[src/source/tlu_pkg.sv]
// ~~~~~~~~~~~~~~~~~~~~
// tlu shared types
// ~~~~~~~~~~~~~~~~~~~~

package tlu_pkg;

    typedef enum logic [1:0] {
        MODE_DISABLED         = 2'd0,
        MODE_NO_HANDSHAKE     = 2'd1,
        MODE_SIMPLE_HANDSHAKE = 2'd2,
        MODE_DATA_HANDSHAKE   = 2'd3
    } tlu_mode_t;

    typedef enum logic [2:0] {
        IDLE,
        WAIT_LOW,
        CLOCK_HIGH,
        CLOCK_LOW,
        WRITE_WORD
    } fsm_state_t;

    localparam int ADDR_WIDTH = 16;
    localparam int DATA_WIDTH = 8;
    localparam int WORD_WIDTH = 32;

    // register map
    localparam logic [ADDR_WIDTH-1:0] ADDR_CTRL     = 16'd0;  // write: soft reset
    localparam logic [ADDR_WIDTH-1:0] ADDR_MODE     = 16'd1;
    localparam logic [ADDR_WIDTH-1:0] ADDR_CONF     = 16'd2;
    localparam logic [ADDR_WIDTH-1:0] ADDR_TRIG_NUM = 16'd4;  // 4..7, little endian
    localparam logic [ADDR_WIDTH-1:0] ADDR_LOST     = 16'd12;

    localparam logic [DATA_WIDTH-1:0] VERSION = 8'd1;
    localparam int TRIG_WORD_FLAG = 31;   // always set in fifo words
    localparam int SYNC_STAGES    = 3;

endpackage

[src/source/tlu_cfg_if.sv]
// ~~~~~~~~~~~~~~~~~~~~
// tlu configuration bus
// ~~~~~~~~~~~~~~~~~~~~

`timescale 1ns/1ps

interface tlu_cfg_if import tlu_pkg::*; ();

    tlu_mode_t  mode;
    logic       msb_first;     // trigger data order
    logic [4:0] clock_cycles;  // 0 means 32 bits
    logic       enable_reset;

    modport source (
        output mode, msb_first, clock_cycles, enable_reset
    );

    modport sink (
        input mode, msb_first, clock_cycles, enable_reset
    );

endinterface

[src/source/tlu_trig_if.sv]
// ~~~~~~~~~~~~~~~~~~~~
// selected trigger lines
// ~~~~~~~~~~~~~~~~~~~~

`timescale 1ns/1ps

interface tlu_trig_if ();

    logic trigger;       // synchronized level
    logic trigger_rise;  // one-cycle pulse
    logic reset_rise;    // one-cycle pulse, gated by enable_reset
    logic reset_level;

    modport source (output trigger, trigger_rise, reset_rise, reset_level);

    modport sink (input trigger, trigger_rise, reset_rise, reset_level);

endinterface

[src/source/tlu_controller.sv]
// ~~~~~~~~~~~~~~~~~~~~
// tlu controller top
// ~~~~~~~~~~~~~~~~~~~~

`timescale 1ns/1ps

module tlu_controller import tlu_pkg::*; #(
    parameter int DIVISOR    = 16,
    parameter int FIFO_DEPTH = 8
) (
    input  logic                  BUS_CLK,
    input  logic                  RST,
    input  logic [ADDR_WIDTH-1:0] BUS_ADD,
    input  logic [DATA_WIDTH-1:0] BUS_DATA_IN,
    input  logic                  BUS_WR,
    output logic [DATA_WIDTH-1:0] BUS_DATA_OUT,
    input  logic                  FIFO_READ,
    output logic                  FIFO_EMPTY,
    output logic [WORD_WIDTH-1:0] FIFO_DATA,
    input  logic                  RJ45_TRIGGER,
    input  logic                  LEMO_TRIGGER,
    input  logic                  RJ45_RESET,
    input  logic                  LEMO_RESET,
    output logic                  RJ45_ENABLED,
    output logic                  TLU_BUSY,
    output logic                  TLU_CLOCK
);

    logic                  soft_rst;
    logic                  rst_int;   // bus reset or soft reset
    logic                  push;
    logic [WORD_WIDTH-1:0] word;
    logic [WORD_WIDTH-1:0] trig_number;
    logic [7:0]            lost_count;

    tlu_cfg_if  cfg_bus ();
    tlu_trig_if trig_bus ();

    assign rst_int = RST | soft_rst;

    tlu_register_file u_register_file (
        .BUS_CLK      (BUS_CLK),
        .RST          (rst_int),
        .bus_add      (BUS_ADD),
        .bus_data_in  (BUS_DATA_IN),
        .bus_wr       (BUS_WR),
        .trig_number  (trig_number),
        .lost_count   (lost_count),
        .bus_data_out (BUS_DATA_OUT),
        .soft_rst     (soft_rst),
        .cfg          (cfg_bus.source)
    );

    trigger_input u_trigger_input (
        .BUS_CLK      (BUS_CLK),
        .RST          (rst_int),
        .rj45_trigger (RJ45_TRIGGER),
        .rj45_reset   (RJ45_RESET),
        .lemo_trigger (LEMO_TRIGGER),
        .lemo_reset   (LEMO_RESET),
        .cfg          (cfg_bus.sink),
        .rj45_enabled (RJ45_ENABLED),
        .trig         (trig_bus.source)
    );

    tlu_handshake_fsm #(
        .DIVISOR (DIVISOR)
    ) u_handshake_fsm (
        .BUS_CLK     (BUS_CLK),
        .RST         (rst_int),
        .cfg         (cfg_bus.sink),
        .trig        (trig_bus.sink),
        .tlu_busy    (TLU_BUSY),
        .tlu_clock   (TLU_CLOCK),
        .push        (push),
        .word        (word),
        .trig_number (trig_number)
    );

    trigger_fifo #(
        .FIFO_DEPTH (FIFO_DEPTH)
    ) u_trigger_fifo (
        .BUS_CLK    (BUS_CLK),
        .RST        (rst_int),
        .push       (push),
        .word       (word),
        .read       (FIFO_READ),
        .empty      (FIFO_EMPTY),
        .data       (FIFO_DATA),
        .lost_count (lost_count)
    );

endmodule

[src/source/tlu_handshake_fsm.sv]
// ~~~~~~~~~~~~~~~~~~~~
// tlu handshake fsm
// ~~~~~~~~~~~~~~~~~~~~

`timescale 1ns/1ps

module tlu_handshake_fsm import tlu_pkg::*; #(
    parameter int DIVISOR = 16
) (
    input  logic                  BUS_CLK,
    input  logic                  RST,
    tlu_cfg_if.sink               cfg,
    tlu_trig_if.sink              trig,
    output logic                  tlu_busy,
    output logic                  tlu_clock,
    output logic                  push,
    output logic [WORD_WIDTH-1:0] word,
    output logic [WORD_WIDTH-1:0] trig_number
);

    localparam int HALF = DIVISOR / 2;
    localparam int CW   = $clog2(HALF);
    localparam logic [CW-1:0] HALF_LAST = CW'(HALF - 1);

    fsm_state_t            state;
    logic [CW-1:0]         div_cnt;   // cycles within one clock phase
    logic [5:0]            bit_cnt;
    logic [5:0]            n_bits;
    logic [WORD_WIDTH-1:0] shift_q;
    logic [WORD_WIDTH-1:0] counter;
    logic [WORD_WIDTH-1:0] received;
    logic [WORD_WIDTH-1:0] number;

    function automatic logic [WORD_WIDTH-1:0] reverse_bits(input logic [WORD_WIDTH-1:0] v);
        logic [WORD_WIDTH-1:0] r;
        for (int i = 0; i < WORD_WIDTH; i++)
            r[i] = v[WORD_WIDTH-1-i];
        return r;
    endfunction

    assign n_bits = (cfg.clock_cycles == 5'd0) ? 6'd32 : {1'b0, cfg.clock_cycles};

    // shift_q starts cleared, so the reversed upper bits come out zero
    assign received = cfg.msb_first ? reverse_bits(shift_q) : (shift_q >> (6'd32 - n_bits));
    assign number   = (cfg.mode == MODE_DATA_HANDSHAKE) ? received : counter;

    always_ff @(posedge BUS_CLK)
    begin
        if (RST)
        begin
            state       <= IDLE;
            div_cnt     <= '0;
            bit_cnt     <= '0;
            counter     <= '0;
            trig_number <= '0;
            tlu_busy    <= 1'b0;
            tlu_clock   <= 1'b0;
            push        <= 1'b0;
        end
        else
        begin
            push <= 1'b0;
            case (state)
                IDLE:
                    if (trig.trigger_rise && cfg.mode != MODE_DISABLED)
                    begin
                        if (cfg.mode == MODE_NO_HANDSHAKE)
                            state <= WRITE_WORD;
                        else
                        begin
                            tlu_busy <= 1'b1;
                            state    <= WAIT_LOW;
                        end
                    end
                WAIT_LOW:
                    if (!trig.trigger)
                    begin
                        if (cfg.mode == MODE_DATA_HANDSHAKE)
                        begin
                            div_cnt   <= '0;
                            bit_cnt   <= '0;
                            shift_q   <= '0;
                            tlu_clock <= 1'b1;
                            state     <= CLOCK_HIGH;
                        end
                        else
                            state <= WRITE_WORD;
                    end
                CLOCK_HIGH:
                    if (div_cnt == HALF_LAST)
                    begin
                        div_cnt   <= '0;
                        shift_q   <= {trig.trigger, shift_q[WORD_WIDTH-1:1]};  // sample bit
                        tlu_clock <= 1'b0;
                        state     <= CLOCK_LOW;
                    end
                    else
                        div_cnt <= div_cnt + 1'b1;
                CLOCK_LOW:
                    if (div_cnt == HALF_LAST)
                    begin
                        div_cnt <= '0;
                        if (bit_cnt == n_bits - 6'd1)
                            state <= WRITE_WORD;
                        else
                        begin
                            bit_cnt   <= bit_cnt + 6'd1;
                            tlu_clock <= 1'b1;
                            state     <= CLOCK_HIGH;
                        end
                    end
                    else
                        div_cnt <= div_cnt + 1'b1;
                WRITE_WORD:
                begin
                    push        <= 1'b1;
                    word        <= {1'b1, number[TRIG_WORD_FLAG-1:0]};
                    trig_number <= number;
                    counter     <= counter + 1'b1;
                    tlu_busy    <= 1'b0;
                    state       <= IDLE;
                end
                default: state <= IDLE;
            endcase
            if (trig.reset_rise)
                counter <= '0;  // tlu reset wins over the increment
        end
    end

    initial assert (DIVISOR % 2 == 0 && DIVISOR >= 10)
        else $fatal(1, "DIVISOR must be even and at least 10");

    a_clock_only_busy: assert property (@(posedge BUS_CLK) disable iff (RST)
        tlu_clock |-> tlu_busy);

    // tlu must not send a reset while data bits are clocked out
    a_no_reset_clocking: assert property (@(posedge BUS_CLK) disable iff (RST)
        (state inside {CLOCK_HIGH, CLOCK_LOW}) |-> !trig.reset_level);

endmodule

[src/source/tlu_register_file.sv]
// ~~~~~~~~~~~~~~~~~~~~
// tlu register file
// ~~~~~~~~~~~~~~~~~~~~

`timescale 1ns/1ps

module tlu_register_file import tlu_pkg::*; (
    input  logic                  BUS_CLK,
    input  logic                  RST,
    input  logic [ADDR_WIDTH-1:0] bus_add,
    input  logic [DATA_WIDTH-1:0] bus_data_in,
    input  logic                  bus_wr,
    input  logic [WORD_WIDTH-1:0] trig_number,
    input  logic [7:0]            lost_count,
    output logic [DATA_WIDTH-1:0] bus_data_out,
    output logic                  soft_rst,
    tlu_cfg_if.source             cfg
);

    tlu_mode_t             mode_q;
    logic                  msb_first_q;
    logic [4:0]            clock_cycles_q;
    logic                  enable_reset_q;
    logic [WORD_WIDTH-1:8] trig_num_buf;  // snapshot for bytes 5..7

    assign cfg.mode         = mode_q;
    assign cfg.msb_first    = msb_first_q;
    assign cfg.clock_cycles = clock_cycles_q;
    assign cfg.enable_reset = enable_reset_q;

    // config writes and soft reset decode
    always_ff @(posedge BUS_CLK)
    begin
        if (RST)
        begin
            mode_q         <= MODE_DISABLED;
            msb_first_q    <= 1'b0;
            clock_cycles_q <= 5'd0;
            enable_reset_q <= 1'b0;
            soft_rst       <= 1'b0;
        end
        else
        begin
            soft_rst <= bus_wr && (bus_add == ADDR_CTRL);
            if (bus_wr && bus_add == ADDR_MODE)
            begin
                mode_q      <= tlu_mode_t'(bus_data_in[1:0]);
                msb_first_q <= bus_data_in[2];
            end
            if (bus_wr && bus_add == ADDR_CONF)
            begin
                clock_cycles_q <= bus_data_in[4:0];
                enable_reset_q <= bus_data_in[5];
            end
        end
    end

    // registered read-back
    always_ff @(posedge BUS_CLK)
    begin
        if (RST)
        begin
            bus_data_out <= '0;
            trig_num_buf <= '0;
        end
        else
        begin
            if (bus_add == ADDR_TRIG_NUM)
                trig_num_buf <= trig_number[WORD_WIDTH-1:8];  // keeps the upper bytes coherent
            case (bus_add)
                ADDR_CTRL:          bus_data_out <= VERSION;
                ADDR_MODE:          bus_data_out <= {5'd0, msb_first_q, mode_q};
                ADDR_CONF:          bus_data_out <= {2'd0, enable_reset_q, clock_cycles_q};
                ADDR_TRIG_NUM:      bus_data_out <= trig_number[7:0];
                ADDR_TRIG_NUM + 1:  bus_data_out <= trig_num_buf[15:8];
                ADDR_TRIG_NUM + 2:  bus_data_out <= trig_num_buf[23:16];
                ADDR_TRIG_NUM + 3:  bus_data_out <= trig_num_buf[31:24];
                ADDR_LOST:          bus_data_out <= lost_count;
                default:            bus_data_out <= '0;
            endcase
        end
    end

    // soft reset clears itself through the top level reset
    a_soft_rst_pulse: assert property (@(posedge BUS_CLK) soft_rst |=> !soft_rst);

endmodule

[src/source/trigger_fifo.sv]
// ~~~~~~~~~~~~~~~~~~~~
// trigger word fifo
// ~~~~~~~~~~~~~~~~~~~~

`timescale 1ns/1ps

module trigger_fifo import tlu_pkg::*; #(
    parameter int FIFO_DEPTH = 8
) (
    input  logic                  BUS_CLK,
    input  logic                  RST,
    input  logic                  push,
    input  logic [WORD_WIDTH-1:0] word,
    input  logic                  read,
    output logic                  empty,
    output logic [WORD_WIDTH-1:0] data,
    output logic [7:0]            lost_count
);

    localparam int PW = $clog2(FIFO_DEPTH);
    localparam logic [PW-1:0] LAST = PW'(FIFO_DEPTH - 1);

    logic [WORD_WIDTH-1:0] mem [FIFO_DEPTH];
    logic [PW-1:0]         wr_ptr;
    logic [PW-1:0]         rd_ptr;
    logic [PW:0]           count;
    logic                  full;
    logic                  do_push;
    logic                  do_pop;

    assign empty   = (count == '0);
    assign full    = (count == (PW+1)'(FIFO_DEPTH));
    assign do_push = push && !full;
    assign do_pop  = read && !empty;
    assign data    = mem[rd_ptr];  // first word falls through

    always_ff @(posedge BUS_CLK)
        if (do_push)
            mem[wr_ptr] <= word;

    always_ff @(posedge BUS_CLK)
    begin
        if (RST)
        begin
            wr_ptr     <= '0;
            rd_ptr     <= '0;
            count      <= '0;
            lost_count <= '0;
        end
        else
        begin
            if (do_push)
                wr_ptr <= (wr_ptr == LAST) ? '0 : wr_ptr + 1'b1;
            if (do_pop)
                rd_ptr <= (rd_ptr == LAST) ? '0 : rd_ptr + 1'b1;
            case ({do_push, do_pop})
                2'b10:   count <= count + 1'b1;
                2'b01:   count <= count - 1'b1;
                default: count <= count;
            endcase
            if (push && full && lost_count != 8'hff)
                lost_count <= lost_count + 8'd1;  // saturates
        end
    end

    a_no_pop_empty: assert property (@(posedge BUS_CLK) disable iff (RST) read |-> !empty);

endmodule

[src/source/trigger_input.sv]
// ~~~~~~~~~~~~~~~~~~~~
// trigger input stage
// ~~~~~~~~~~~~~~~~~~~~

`timescale 1ns/1ps

module trigger_input import tlu_pkg::*; (
    input  logic        BUS_CLK,
    input  logic        RST,
    input  logic        rj45_trigger,
    input  logic        rj45_reset,
    input  logic        lemo_trigger,
    input  logic        lemo_reset,
    tlu_cfg_if.sink     cfg,
    output logic        rj45_enabled,
    tlu_trig_if.source  trig
);

    logic [SYNC_STAGES-1:0][3:0] sync_q;  // stage 0 is the newest
    logic [3:0] synced;
    logic       sel_trigger;
    logic       sel_reset;
    logic       trigger_prev;
    logic       reset_prev;

    // order is lemo reset, lemo trigger, rj45 reset, rj45 trigger
    always_ff @(posedge BUS_CLK)
        sync_q <= {sync_q[SYNC_STAGES-2:0], {lemo_reset, lemo_trigger, rj45_reset, rj45_trigger}};

    assign synced = sync_q[SYNC_STAGES-1];

    // unplugged rj45 reads both lines high
    always_ff @(posedge BUS_CLK)
    begin
        if (RST || cfg.mode == MODE_DISABLED)
            rj45_enabled <= 1'b0;
        else if (!(synced[0] && synced[1]))
            rj45_enabled <= 1'b1;
    end

    assign sel_trigger = rj45_enabled ? synced[0] : synced[2];
    assign sel_reset   = rj45_enabled ? synced[1] : synced[3];

    assign trig.trigger     = sel_trigger;
    assign trig.reset_level = sel_reset;

    always_ff @(posedge BUS_CLK)
    begin
        if (RST)
        begin
            trigger_prev      <= 1'b0;
            reset_prev        <= 1'b0;
            trig.trigger_rise <= 1'b0;
            trig.reset_rise   <= 1'b0;
        end
        else
        begin
            trigger_prev      <= sel_trigger;
            reset_prev        <= sel_reset;
            trig.trigger_rise <= sel_trigger && !trigger_prev;
            trig.reset_rise   <= sel_reset && !reset_prev && cfg.enable_reset;
        end
    end

endmodule

[config.mk]
export PLATFORM = sky130hd
export DESIGN_NAME = tlu_controller
export DESIGN_NICKNAME = d
export VERILOG_FILES = /design/src/source/tlu_pkg.sv /design/src/source/tlu_cfg_if.sv /design/src/source/tlu_trig_if.sv /design/src/source/tlu_controller.sv /design/src/source/tlu_handshake_fsm.sv /design/src/source/tlu_register_file.sv /design/src/source/trigger_fifo.sv /design/src/source/trigger_input.sv
export SDC_FILE = /design/constraint.sdc
export NUM_CORES = 1
export LEC_CHECK = 0
export ABC_AREA = 1
export BUFFER_PORTS_ARGS = -buffer_cell sky130_fd_sc_hd__buf_4
export CAP_MARGIN = 0
export CELL_PAD_IN_SITES_DETAIL_PLACEMENT = 1
export CELL_PAD_IN_SITES_GLOBAL_PLACEMENT = 1
export CORE_MARGIN = 1.5
export CORE_UTILIZATION = 52
export DETAILED_ROUTE_END_ITERATION = 10
export PLACE_DENSITY_LB_ADDON = 0.2
export SYNTH_ARGS = -nofsm -noshare
export SYNTH_HDL_FRONTEND = slang
export SYNTH_HIERARCHICAL = 1
export SYNTH_SLANG_ARGS = --single-unit
[constraint.sdc]
create_clock -name BUS_CLK -period 9.8 [get_ports BUS_CLK]
set_input_delay 0.98 -clock BUS_CLK [delete_from_list [all_inputs] [get_ports BUS_CLK]]
set_output_delay 0.98 -clock BUS_CLK [all_outputs]
set_load 0.02 [all_outputs]
* Yosys cells after proc, flatten, opt, wreduce, memory -nomap -nowiden
Memories as Yosys holds them, arrays and structs flattened. A register that Yosys moved wholly into a read port is not among the register bits.
Cells that the tools add are included.
** Operators by class
- Add/sub/neg operators :: 10
- Equal/unequal tests :: 28
- Shift operators :: 1
- Muxes and demuxes :: 44
- Bitwise logic cells :: 2
- Reduce and logical (&&, ||, !) cells :: 38
** Operators with widths (number)
- 2-to-1 mux 32 bit :: 5
- == test 16 x 3 -> 1 bit (second input constant) :: 4
- case mux 32 bit (2 select lines) :: 1
- case mux 8 bit (8 select lines) :: 1
- 2-to-1 mux 3 bit :: 14
- adder 32 x 1 -> 32 bit (second input constant) :: 1
- right shift 32 x 6 -> 32 bit :: 1
- 2-to-1 mux 6 bit :: 5
- == test 16 x 1 -> 1 bit (second input constant) :: 1
- == test 16 x 2 -> 1 bit (second input constant) :: 1
- == test 16 x 4 -> 1 bit (second input constant) :: 1
- zero test 16 bit :: 1
- == test 3 bit (second input constant) :: 4
- logical AND 1 bit :: 12
- 2-to-1 mux 1 bit :: 12
- case mux 3 bit (4 select lines) :: 1
- case mux 6 bit (2 select lines) :: 1
- nonzero test 2 bit :: 6
- AND reduction 5 bit :: 2
- adder 3 x 1 -> 3 bit (second input constant) :: 3
- adder 8 x 1 -> 8 bit (second input constant) :: 1
- != test 2 x 1 -> 1 bit (second input constant) :: 4
- != test 8 bit (second input constant) :: 1
- case mux 4 bit (2 select lines) :: 1
- 29 further kinds :: 39
** Storage, ports and cells
- Register bits after elaboration :: 219
- Bits in writable memories :: 248
- Input bits :: 32
- Memories :: 1
** Memory list
- u_trigger_fifo.mem :: words 8, width 31, read ports 1, clocked after Yosys merged registers in 1, wr ports 1, RTL line trigger_fifo.sv:23 : logic [WORD_WIDTH-1:0] mem [FIFO_DEPTH];

* Logic depth before layout (Yosys ltp)
Gate-level depths: netlist of the first run.
- Depth after elaboration :: 7
- Depth in mapped cells :: 16
- Gate-level depth less buffers :: 14

* By module
The synthesis of the first run kept the hierarchy.
** By module, submodules not included
- trigger_fifo :: instances 1, cells each 877, area an instance 11093.1 sq um, seq. area each 8107.8 sq um
- tlu_handshake_fsm :: instances 1, cells each 1176, area an instance 8299.2 sq um, seq. area each 3473.3 sq um
- tlu_register_file :: instances 1, cells each 297, area an instance 2023.2 sq um, seq. area each 840.8 sq um
- trigger_input :: instances 1, cells each 42, area an instance 459.2 sq um, seq. area each 340.3 sq um
- tlu_controller :: instances 1, cells each 3, area an instance 11.3 sq um, seq. area each 0.0 sq um

* Least setup slack after synthesis of the first run
Ideal clock, no wire load.
- Kind :: input -> register
- Start :: input port RST
- End :: register u_handshake_fsm.shift_q[0] (enable)
- Setup time :: 0.470 ns
- Arrival :: 3.851 ns
- Required time :: 9.330 ns
- Setup slack :: 5.479 ns
- Stages on the path :: 6
- Path buffers :: 1
- Path through :: inv_1 nand2_1 clkbuf_1 inv_1 nand2_1 a211oi_1
** On the way
- Cells in the longest elaborated chain, start to end :: 3
** RTL lines
- start, declared :: RTL line tlu_controller.sv:12 : input logic RST,
- OR 1 bit :: RTL line tlu_controller.sv:39 : assign rst_int = RST | soft_rst;
- via rst_int :: RTL line tlu_controller.sv:30 : logic rst_int;
- NOT 1 bit (no line)
- AND reduction 5 bit (no line)
- end signal, assigned :: RTL line tlu_handshake_fsm.sv:93 : shift_q <= {trig.trigger, shift_q[WORD_WIDTH-1:1]};
- end, declared :: RTL line tlu_handshake_fsm.sv:29 : logic [WORD_WIDTH-1:0] shift_q;
The timed path passes the listed nets, and every way through them passes these cells.
A chain may end at the register's enable or synchronous reset.

==> results of run 1 <==
==> through the flow <==
step                      hold WS [ns]  cells  power, uW  area (sq um)  util, %
after floorplan                  0.310   2393       3110         21900        -
after global placement           0.310   2907       3410         22700     55.2
after detailed placement         0.315   2907       3490         22700     55.2
after CTS                        0.331   2997       5470         24400     59.3
after global routing             0.335   2997       5650         24400     59.3
final                            0.326   2997       5450         24400     59.3
==> layer usage <==
metal	vias to the layer above	GRT usage [%]	share of wire, %	wire length, microns
li1	8167	-	-	-
met1	8801	37.1	41	27000
met2	481	55.9	52	34300
met3	144	3.74	4.2	2780
met4	0	12.0	3.7	2470
met5	-	0	0	0
==> state kept, by name (all words and copies together), names as in the netlist, 5 cells and up, named ones only <==
signal	count
u_handshake_fsm/bit_cnt	6
u_register_file/cfg.clock_cycles	5
u_register_file/bus_data_out	8
u_handshake_fsm/trig_number	32
u_register_file/trig_num_buf	24
u_trigger_fifo/lost_count	8
u_handshake_fsm/word	31
u_trigger_fifo/mem	256
u_handshake_fsm/shift_q	32
u_handshake_fsm/counter	32
u_trigger_input/sync_q	8
==> worst register-to-register path, delay by kind of cell, from the launching register on <==
kind	cells	cell delay (ns)
simple gates	4	1.04
buf+inv	3	1.62
flops	1	0.30
compound gates	3	0.95
==> report_power, final <==
group	total, uW	switching (uW)	internal [uW]
combinational	1140	768	368
clock	1970	834	1130
sequential	2350	130	2220
==> cell type report <==
cell class	count	area, sq um	share of cell area, %
well taps	532	666	2.72
clock inverters	26	310	1.27
multi-input cells	1640	7960	32.6
clock buffers	64	1380	5.66
flip-flops and latches	478	12800	52.3
repair buffers	99	743	3.04
inverters	158	596	2.44
==> worst max path at each step <==
stage / from / to / slack, ns / cells after the start
after floorplan: RST / u_handshake_fsm/shift_q[0] / 5.48 / 6
after global placement: flop / FIFO_DATA[13] / 5.95 / 8
after detailed placement: flop / FIFO_DATA[11] / 5.83 / 8
after CTS: flop / FIFO_DATA[12] / 5.11 / 8
after global routing: flop / FIFO_DATA[12] / 4.88 / 8
final: flop / FIFO_DATA[12] / 5.11 / 8
==> cells in the final DEF, fill, tap and decap left out, types with 4 or more instances in the layout <==
cell type	instances
sky130_fd_sc_hd__clkinv_2	11
sky130_fd_sc_hd__clkbuf_16	49
sky130_fd_sc_hd__clkbuf_1	5
sky130_fd_sc_hd__nand2_1	534
sky130_fd_sc_hd__a22oi_2	7
sky130_fd_sc_hd__bufinv_16	5
sky130_fd_sc_hd__buf_4	99
sky130_fd_sc_hd__clkinvlp_4	4
sky130_fd_sc_hd__inv_2	8
sky130_fd_sc_hd__o21ai_1	41
sky130_fd_sc_hd__xnor2_1	10
sky130_fd_sc_hd__nand3_2	7
sky130_fd_sc_hd__nor3_1	17
sky130_fd_sc_hd__nor2_2	13
sky130_fd_sc_hd__nand2_2	5
sky130_fd_sc_hd__nor2_4	16
sky130_fd_sc_hd__inv_1	148
sky130_fd_sc_hd__o22ai_1	32
sky130_fd_sc_hd__mux2i_1	32
sky130_fd_sc_hd__nand3b_1	7
sky130_fd_sc_hd__o21a_1	4
sky130_fd_sc_hd__nand4_1	12
sky130_fd_sc_hd__o21ai_0	175
sky130_fd_sc_hd__edfxtp_1	319
sky130_fd_sc_hd__xor2_1	18
sky130_fd_sc_hd__dfxtp_1	157
sky130_fd_sc_hd__ha_1	14
sky130_fd_sc_hd__nand3_1	253
sky130_fd_sc_hd__nor2_1	305
sky130_fd_sc_hd__clkbuf_8	10
sky130_fd_sc_hd__a21oi_1	108
==> impl_metrics.tcl, run 1 <==
set metrics [dict create \
    run_status "complete, no violations" \
    syn_inst 2393 \
    num_vias 17600 \
    die-area_sq_mm 0.0433 \
    clock-skew-final_ns 0.0151 \
    number_of_hold_buffers_added_after_cts 0 \
    grt_start_max_net_pins 97 \
    synth.cell_area_sq_mm 0.0219 \
    detailedRoute.firstIterationViolations 1541 \
    num_io_pins 76 \
    slowest_delay_ns 1.02 \
    die_h_microns 208 \
    cp_max_fo 96 \
    critical-path-slowest-cell "sky130_fd_sc_hd__dfxtp_4" \
    htree_levels 2 \
    place.detailed.hpwl_mm 42.0 \
    maxClockFrequency_ghz 0.213 \
    worst_min_delay_path_startpoint "u_trigger_input/sync_q[1]" \
    max_slew_margin_pct 29.0 \
    area_growth_syn_to_layout_pct 11.6 \
    fill_cell_total_of_the_finished_layout 4712 \
    total_of_endpoints_with_negative_setup_slack_in_the_final_report 0 \
    start_util_pct 53.1 \
    min-delay-path-class "flop to flop" \
    ir_drop_mv 0.182 \
    path_delay_family "buffers and inverters" \
    cts.reportedPaths.clkPinSlew_ns 0.06 \
    numPortBuffers 73 \
    ctsResizeCount 0 \
    report.final.slew_viol_count 0 \
    setup-tns-final_ns 0 \
    grt_util_all_layers_pct 30.7 \
    global_route.overflow_total 0 \
    avgRoutedWirePerCell_microns 22.2 \
    numClockSinks 478 \
    syn-num-nets 2439 \
    critical_path.reg2reg.endpoint "u_handshake_fsm/trig_number[30]" \
    num-nets-final 2472 \
    min_path_cells 0 \
    via_count_of_the_first_global_routing_pass 18700 \
    placementRows 74 \
    post_cts_buffers 0 \
    worst-endpoint-required_ns 8.82 \
    worst_hold_path.endpoint "u_trigger_input/sync_q[5]" \
    power_density_mw_per_mm2 223 \
    timing.critical_path.to_type "output port" \
    finalWorstSetupSlack_ns 5.11 \
    antenna_found_initial 0 \
    r2r.worst_path.cells 10 \
    tritoncts "yes" \
    critPathMostFrequentCell "sky130_fd_sc_hd__buf_4" \
    antenna-diode-count 0 \
    fin_crit_share_pct 47.9 \
    power_leakage_uw 0.00980 \
    wirelength_mm 66.6 \
    layout-drive-gt1-share_pct 10.4 \
    synth-warning-count 6 \
    fin_crit_ns 4.69 \
    path_cells "buf_4 > inv_2 > buf_4 > nor2_1 > o22ai_1 > nand2_1 > nand2_1 > buf_4" \
    timing.final.hold_violations 0 \
    die-width_microns 208 \
    drt_drc 0 \
    syn_area_per_cell_sq_um 9.14 \
    clock_buffer_depth 3 \
    root_buffer "sky130_fd_sc_hd__clkbuf_16" \
    post-place-ws_ns 5.83 \
    cp.buffers_inverters 4 \
    viasPerCell 5.87 \
    reg2reg_from "u_register_file/cfg.clock_cycles[0]" \
    final_antenna_net_count 0 \
    gp_routability_congestion 0.925 \
    critical_path_class "flop to output port" \
    worst-r2r-setup-slack_ns 5.82 \
    slew_of_the_pin_with_the_lowest_slew_margin_ns 1.07 \
    clock_insertion_delay_at_the_later_pin_of_the_skew_report_ns 0.61 \
    rsz0062_at_grt "false" \
    timing.critical_path.from_type "flop" \
    placeableCoreArea_sq_mm 0.0412 \
    global_route_wire_length_before_repair_mm 104 \
    max-cap-violations 0 \
    cts-buffers-inserted 49 \
    crit_arrival_ns 3.71 \
    detail_route.first_pass.iterations 5 \
]
Note: power is estimated with default switching activity, not from simulation.
==> inputs of run 2 (changes only) <==
--- a/config.mk
+++ b/config.mk
@@ -11,7 +11,7 @@
 export CELL_PAD_IN_SITES_DETAIL_PLACEMENT = 1
 export CELL_PAD_IN_SITES_GLOBAL_PLACEMENT = 1
 export CORE_MARGIN = 1.5
-export CORE_UTILIZATION = 52
+export CORE_UTILIZATION = 48
 export DETAILED_ROUTE_END_ITERATION = 10
 export PLACE_DENSITY_LB_ADDON = 0.2
 export SYNTH_ARGS = -nofsm -noshare
==> constraint.sdc (replaced) <==
create_clock -name BUS_CLK -period 4.5 [get_ports BUS_CLK]
set_input_delay 0.45 -clock BUS_CLK [delete_from_list [all_inputs] [get_ports BUS_CLK]]
set_output_delay 0.45 -clock BUS_CLK [all_outputs]
set_load 0.02 [all_outputs]
==> run 2 against run 1 <==
Combinational power is 110% higher. Routed wire length fell by 4.5%. Count of clock-buffer cells in the layout increased by 6. Global-route usage fell by 3.5 points. Critical path depth rose by 1. Sequential cell count unchanged. Non-clock buffer count grew 8. Cell count rose by 2.6%. Setup slack worse by 4.3 ns. Die area grew 8.2%. Clock power increased by 110%.
==> impl_metrics.tcl, run 2 (synthesized netlist as in run 1, its figures left out) <==
set metrics [dict create \
    die-area_sq_mm 0.0469 \
    crit_arrival_ns 3.29 \
    ctsResizeCount 0 \
    num_vias 17100 \
    htree_levels 2 \
    wirelength_mm 63.6 \
    detailedRoute.firstIterationViolations 1222 \
    place.detailed.hpwl_mm 42.7 \
    clock_buffer_depth 3 \
    most_frequent_cells_in_the_layout "sky130_fd_sc_hd__nand2_1, sky130_fd_sc_hd__edfxtp_1, sky130_fd_sc_hd__nor2_1" \
    slew_of_the_pin_with_the_lowest_slew_margin_ns 1.04 \
    global_route_met2_usage_pct 48.3 \
    ir_drop_mv 0.427 \
    mostFrequentLayoutCell "sky130_fd_sc_hd__nand2_1" \
    timing.critical_path.to_type "output port" \
    reg2reg_from "u_register_file/cfg.clock_cycles[0]" \
    drt_drc 0 \
    power_switching_share_pct 30.8 \
    worst_min_delay_path_startpoint "BUS_WR" \
    setup-tns-final_ns 0 \
    grt_start_max_net_pins 98 \
    power.net_switching_uw 3600 \
    fin_crit_ns 3.74 \
    run_status "complete, no violations" \
    gr-max-usage-layer "met2" \
    register_area_sq_mm 0.0128 \
    fill_cell_total_of_the_finished_layout 5201 \
    clkPwrFrac_pct 35.9 \
    die-width_microns 216 \
    viasPerCell 5.55 \
    detail_route.first_pass.iterations 5 \
    max-cap-violations 0 \
    num-nets-final 2480 \
    via_count_of_the_first_global_routing_pass 17800 \
    area_growth_syn_to_layout_pct 12.3 \
    root_buffer "sky130_fd_sc_hd__clkbuf_16" \
    total_of_endpoints_with_negative_setup_slack_in_the_final_report 0 \
    num_io_pins 76 \
    antenna-diode-count 0 \
    tritoncts "yes" \
    fin_crit_share_pct 83.1 \
    groute.layer.met1.usage_pct 33.9 \
    power.combinational.fraction_pct 20.8 \
    timing.final.hold_violations 0 \
    max_slew_margin_pct 30.4 \
    layout-drive-gt1-share_pct 10.2 \
    placeableCoreArea_sq_mm 0.0452 \
    global_route_wire_length_before_repair_mm 99.0 \
    die_h_microns 216 \
    maxClockFrequency_ghz 0.268 \
    avgRoutedWirePerCell_microns 20.7 \
    timing.critical_path.from_type "flop" \
    seq_power_share_pct 43.3 \
    report.final.slew_viol_count 0 \
    p_int_uw 8110 \
    grt_util_all_layers_pct 27.3 \
    numPortBuffers 73 \
    cp_max_fo 58 \
    clock_insertion_delay_at_the_later_pin_of_the_skew_report_ns 0.60 \
    footprint_of_the_multi_input_gates_sq_mm 0.00796 \
    start_util_pct 48.4 \
    antenna_found_initial 1 \
    report.power.total_uw 11700 \
    cts.reportedPaths.clkPinSlew_ns 0.06 \
    global_route_met3_usage_pct 3.73 \
    worst-endpoint-required_ns 4.05 \
    min-delay-path-class "input pin to flop" \
    power_leakage_uw 0.00982 \
    final_antenna_net_count 0 \
    number_of_flip_flops_under_the_largest_register_name 256 \
    global_route.overflow_total 0 \
    gp_routability_congestion 0.891 \
    clock-skew-final_ns 0.0237 \
    critical_path_class "flop to output port" \
    registers.top_by_ff_count "u_trigger_fifo/mem" \
    placementRows 78 \
    numClockSinks 478 \
    rsz0062_at_grt "false" \
    cts-buffers-inserted 49 \
    power_density_mw_per_mm2 476 \
]
run 2: cell count changes in the layout (fill, tap and decap cells not counted), sizes merged:
cell and change:
clkbuf +6, buf +4, dlygate4sd3 +4, inv -3
clkinvlp -1
run 2: cell type report:
cell class                 count  area share [%]
tap                          600            3.05
timing repair buffer         107            3.31
sequential                   478            52.0
clock buffer                  70            5.68
inverter                     158            2.42
multi-input combinational   1640            32.4
clock inverter                22            1.19
run 2: layer usage:
layer	vias to the layer above	part of all wire, %
met5	-	0.020
met4	2	3.2
met3	111	3.6
met2	287	51
met1	8454	42
li1	8204	-
run 2: final timing paths:
kind | to | slack (ns) | depth (start not counted)
setup reg to reg | u_handshake_fsm/word[22] | 1.22 | 10
hold reg to reg | u_trigger_input/synced[1] | 0.32 | 0
setup / recovery | FIFO_DATA[15] | 0.76 | 9
hold / removal | u_register_file/soft_rst | 0.12 | 3
run 2: power by group through the flow:
stage	Clock, uW	Combinational, uW	Sequential [uW]
final	4200	2440	5070
after global routing	4440	2700	5090
after CTS	4280	2450	5070
after detailed placement	0	2420	5160
after global placement	0	2310	5150
after floorplan	0	1750	5020
run 2: metrics by stage:
step	instances	cell area (sq um)	utilization, %	hold WS, ns	setup slack, ns
after detailed placement	2979	22800	50.6	0.314	1.29
after floorplan	2393	21900	-	0.310	0.623
after global routing	3075	24600	54.4	0.138	0.506
after global placement	2979	22800	50.6	0.313	1.36
after CTS	3075	24600	54.4	0.0928	0.757
final	3075	24600	54.4	0.125	0.763
run 2: repair_timing:
item	4_1_cts	5_1_grt
endpoints found under the hold margin	4	0
buffers inserted	0	0
hold buffers	4	0
run 2: worst max-delay path, stage by stage, from the launching register on:
cell	delay (ns)
sky130_fd_sc_hd__dfxtp_4	0.59
sky130_fd_sc_hd__buf_4	0.51
sky130_fd_sc_hd__buf_4	0.66
sky130_fd_sc_hd__nor2_1	0.11
sky130_fd_sc_hd__nor2_1	0.13
sky130_fd_sc_hd__o21ai_0	0.14
sky130_fd_sc_hd__o21ai_1	0.15
sky130_fd_sc_hd__nand2_1	0.07
sky130_fd_sc_hd__nand2_1	0.13
sky130_fd_sc_hd__buf_4	0.15
==> inputs of run 3 (changes only) <==
==> constraint.sdc (replaced) <==
create_clock -name BUS_CLK -period 3.75 [get_ports BUS_CLK]
set_input_delay 0.375 -clock BUS_CLK [delete_from_list [all_inputs] [get_ports BUS_CLK]]
set_output_delay 0.375 -clock BUS_CLK [all_outputs]
set_load 0.02 [all_outputs]
==> run 3 against run 2 <==
Sequential share of layout area fell by 0.34 points. Clock power rose by 22%. Register-to-register slack got worse by 0.17 ns. Setup slack improved by 0.058 ns. Count of clock-buffer cells in the layout fell by 2. Global-route usage rose by 0.10 points. Utilization rose by 0.36 points. Clock skew rose by 0.0044 ns. Routed wire length fell by 0.24%. Final area rose by 0.66%. Critical path type unchanged. Critical endpoint is now FIFO_DATA[25]. Largest cell class unchanged.
==> impl_metrics.tcl, run 3 (synthesized netlist as in run 1, its figures left out) <==
set metrics [dict create \
    run_status "complete, no violations" \
    layoutNonFillerInstCount 3084 \
    numClockSinks 478 \
    clock-skew-final_ns 0.0282 \
    slowest_delay_ns 0.55 \
    die-width_microns 216 \
    critical_path_class "flop to output port" \
    root_buffer "sky130_fd_sc_hd__clkbuf_16" \
    die_h_microns 216 \
    setup-tns-final_ns 0 \
    place.detailed.hpwl_mm 42.2 \
    critical-path-slowest-cell "sky130_fd_sc_hd__inv_2" \
    final_antenna_net_count 0 \
    gp_routability_congestion 0.895 \
    final_area_sq_mm 0.0247 \
    start_util_pct 48.4 \
    total_of_endpoints_with_negative_setup_slack_in_the_final_report 0 \
    clock_buffer_depth 3 \
    detailedRoute.firstIterationViolations 1187 \
    timing.critical_path.from_type "flop" \
    antenna-diode-count 0 \
    crit_arrival_ns 2.55 \
    cts-buffers-inserted 50 \
    num_vias 17300 \
    min-delay-path-class "input pin to flop" \
    placeableCoreArea_sq_mm 0.0452 \
    global_route_wire_length_before_repair_mm 99.8 \
    fin_crit_share_pct 78.1 \
    dp_cells 2986 \
    ir_drop_mv 0.578 \
    max-cap-violations 0 \
    post_cts_buffers 0 \
    htree_levels 2 \
    path_cells "inv_2 > buf_4 > nor2_1 > o21ai_0 > nand2_1 > nand2_1 > buf_4" \
    max_slew_margin_pct 33.1 \
    cp_max_fo 37 \
    viasPerCell 5.59 \
    power_leakage_uw 0.00990 \
    global_route.overflow_total 0 \
    post-place-ws_ns 1.04 \
    placementRows 78 \
    numPortBuffers 73 \
    drt_drc 0 \
    number_of_flip_flops_under_the_largest_register_name 256 \
    via_count_of_the_first_global_routing_pass 18200 \
    die-area_sq_mm 0.0469 \
    registers.top_by_ff_count "u_trigger_fifo/mem" \
    slew_of_the_pin_with_the_lowest_slew_margin_ns 1.00 \
    avgRoutedWirePerCell_microns 20.6 \
    grt_util_all_layers_pct 27.4 \
    fill_cell_total_of_the_finished_layout 5180 \
    most_frequent_cells_in_the_layout "sky130_fd_sc_hd__nand2_1, sky130_fd_sc_hd__edfxtp_1, sky130_fd_sc_hd__nor2_1" \
    placedInstanceArea_sq_mm 0.0230 \
    detail_route.first_pass.iterations 5 \
    area_growth_syn_to_layout_pct 13.1 \
    cts.reportedPaths.clkPinSlew_ns 0.06 \
    power_density_mw_per_mm2 574 \
    num-nets-final 2488 \
    worst-endpoint-required_ns 3.38 \
    grt_start_max_net_pins 129 \
    timing.critical_path.to_type "output port" \
    fin_crit_ns 2.93 \
    rsz0062_at_grt "false" \
    report.power.total_uw 14200 \
    clock_insertion_delay_at_the_later_pin_of_the_skew_report_ns 0.63 \
    mostFrequentLayoutCell "sky130_fd_sc_hd__nand2_1" \
    layout-drive-gt1-share_pct 10.8 \
    wirelength_mm 63.5 \
    timing.final.hold_violations 0 \
    finalWorstSetupSlack_ns 0.820 \
    tritoncts "yes" \
    antenna_found_initial 0 \
    report.final.slew_viol_count 0 \
    maxClockFrequency_ghz 0.341 \
    num_io_pins 76 \
]
-- run 3: power breakdown --
part           internal [uW]  switching [uW]  total, uW
logic                    998            2030       3030
clock network           2990            2150       5140
registers               5800             231       6030
total                   9790            4420      14200
-- run 3: worst paths after layout --
| kind | startpoint | to | slack [ns] | cells after the start |
|---|---|---|---|---|
| worst max-delay path | flop | FIFO_DATA[25] | 0.82 | 7 |
| worst min register to register | u_trigger_input/sync_q[3] | u_trigger_input/sync_q[7] | 0.32 | 0 |
| worst max register to register | u_register_file/cfg.clock_cycles[1] | u_handshake_fsm/trig_number[11] | 1.05 | 11 |
| worst min-delay path | BUS_WR | u_register_file/soft_rst | 0.04 | 3 |
-- run 3: cell type report --
cell class              count  area [sq um]  share of cell area [%]
clock buffers              68          1440                    5.82
flip-flops and latches    478         12800                    51.6
inverters                 158           596                    2.41
clock inverters            26           308                    1.24
repair buffers            114           916                    3.70
multi-input cells        1640          7960                    32.2
well taps                 600           751                    3.03
-- run 3: per-stage QoR --
stage / hold slack, ns / util (%)
3_5_place_dp: 0.315 / 50.8
4_1_cts: 0.00890 / 54.8
2_1_floorplan: 0.310 / -
3_3_place_gp: 0.312 / 50.8
6_report: 0.0358 / 54.8
5_1_grt: 0.0337 / 54.8
-- run 3: timing repair --
action,in CTS,in global routing
hold endpoints to repair,4,0
endpoints found under the setup margin,0,0
resized for setup,0,0
hold buffers,4,0
-- run 3: critical path, delay by kind of cell, from the launching register on --
| family | cells | cell delay [ns] |
|---|---|---|
| buf+inv | 3 | 1.06 |
| flops | 1 | 0.36 |
| simple gates | 3 | 0.26 |
| compound gates | 1 | 0.22 |
-- run 3: layer usage --
layer / global-route usage [%] / vias up / routed length (microns)
li1: - / 8201 / -
met1: 33.7 / 8572 / 26500
met2: 48.8 / 358 / 32300
met3: 3.26 / 120 / 2420
met4: 10.9 / 0 / 2270
met5: 0 / - / 0
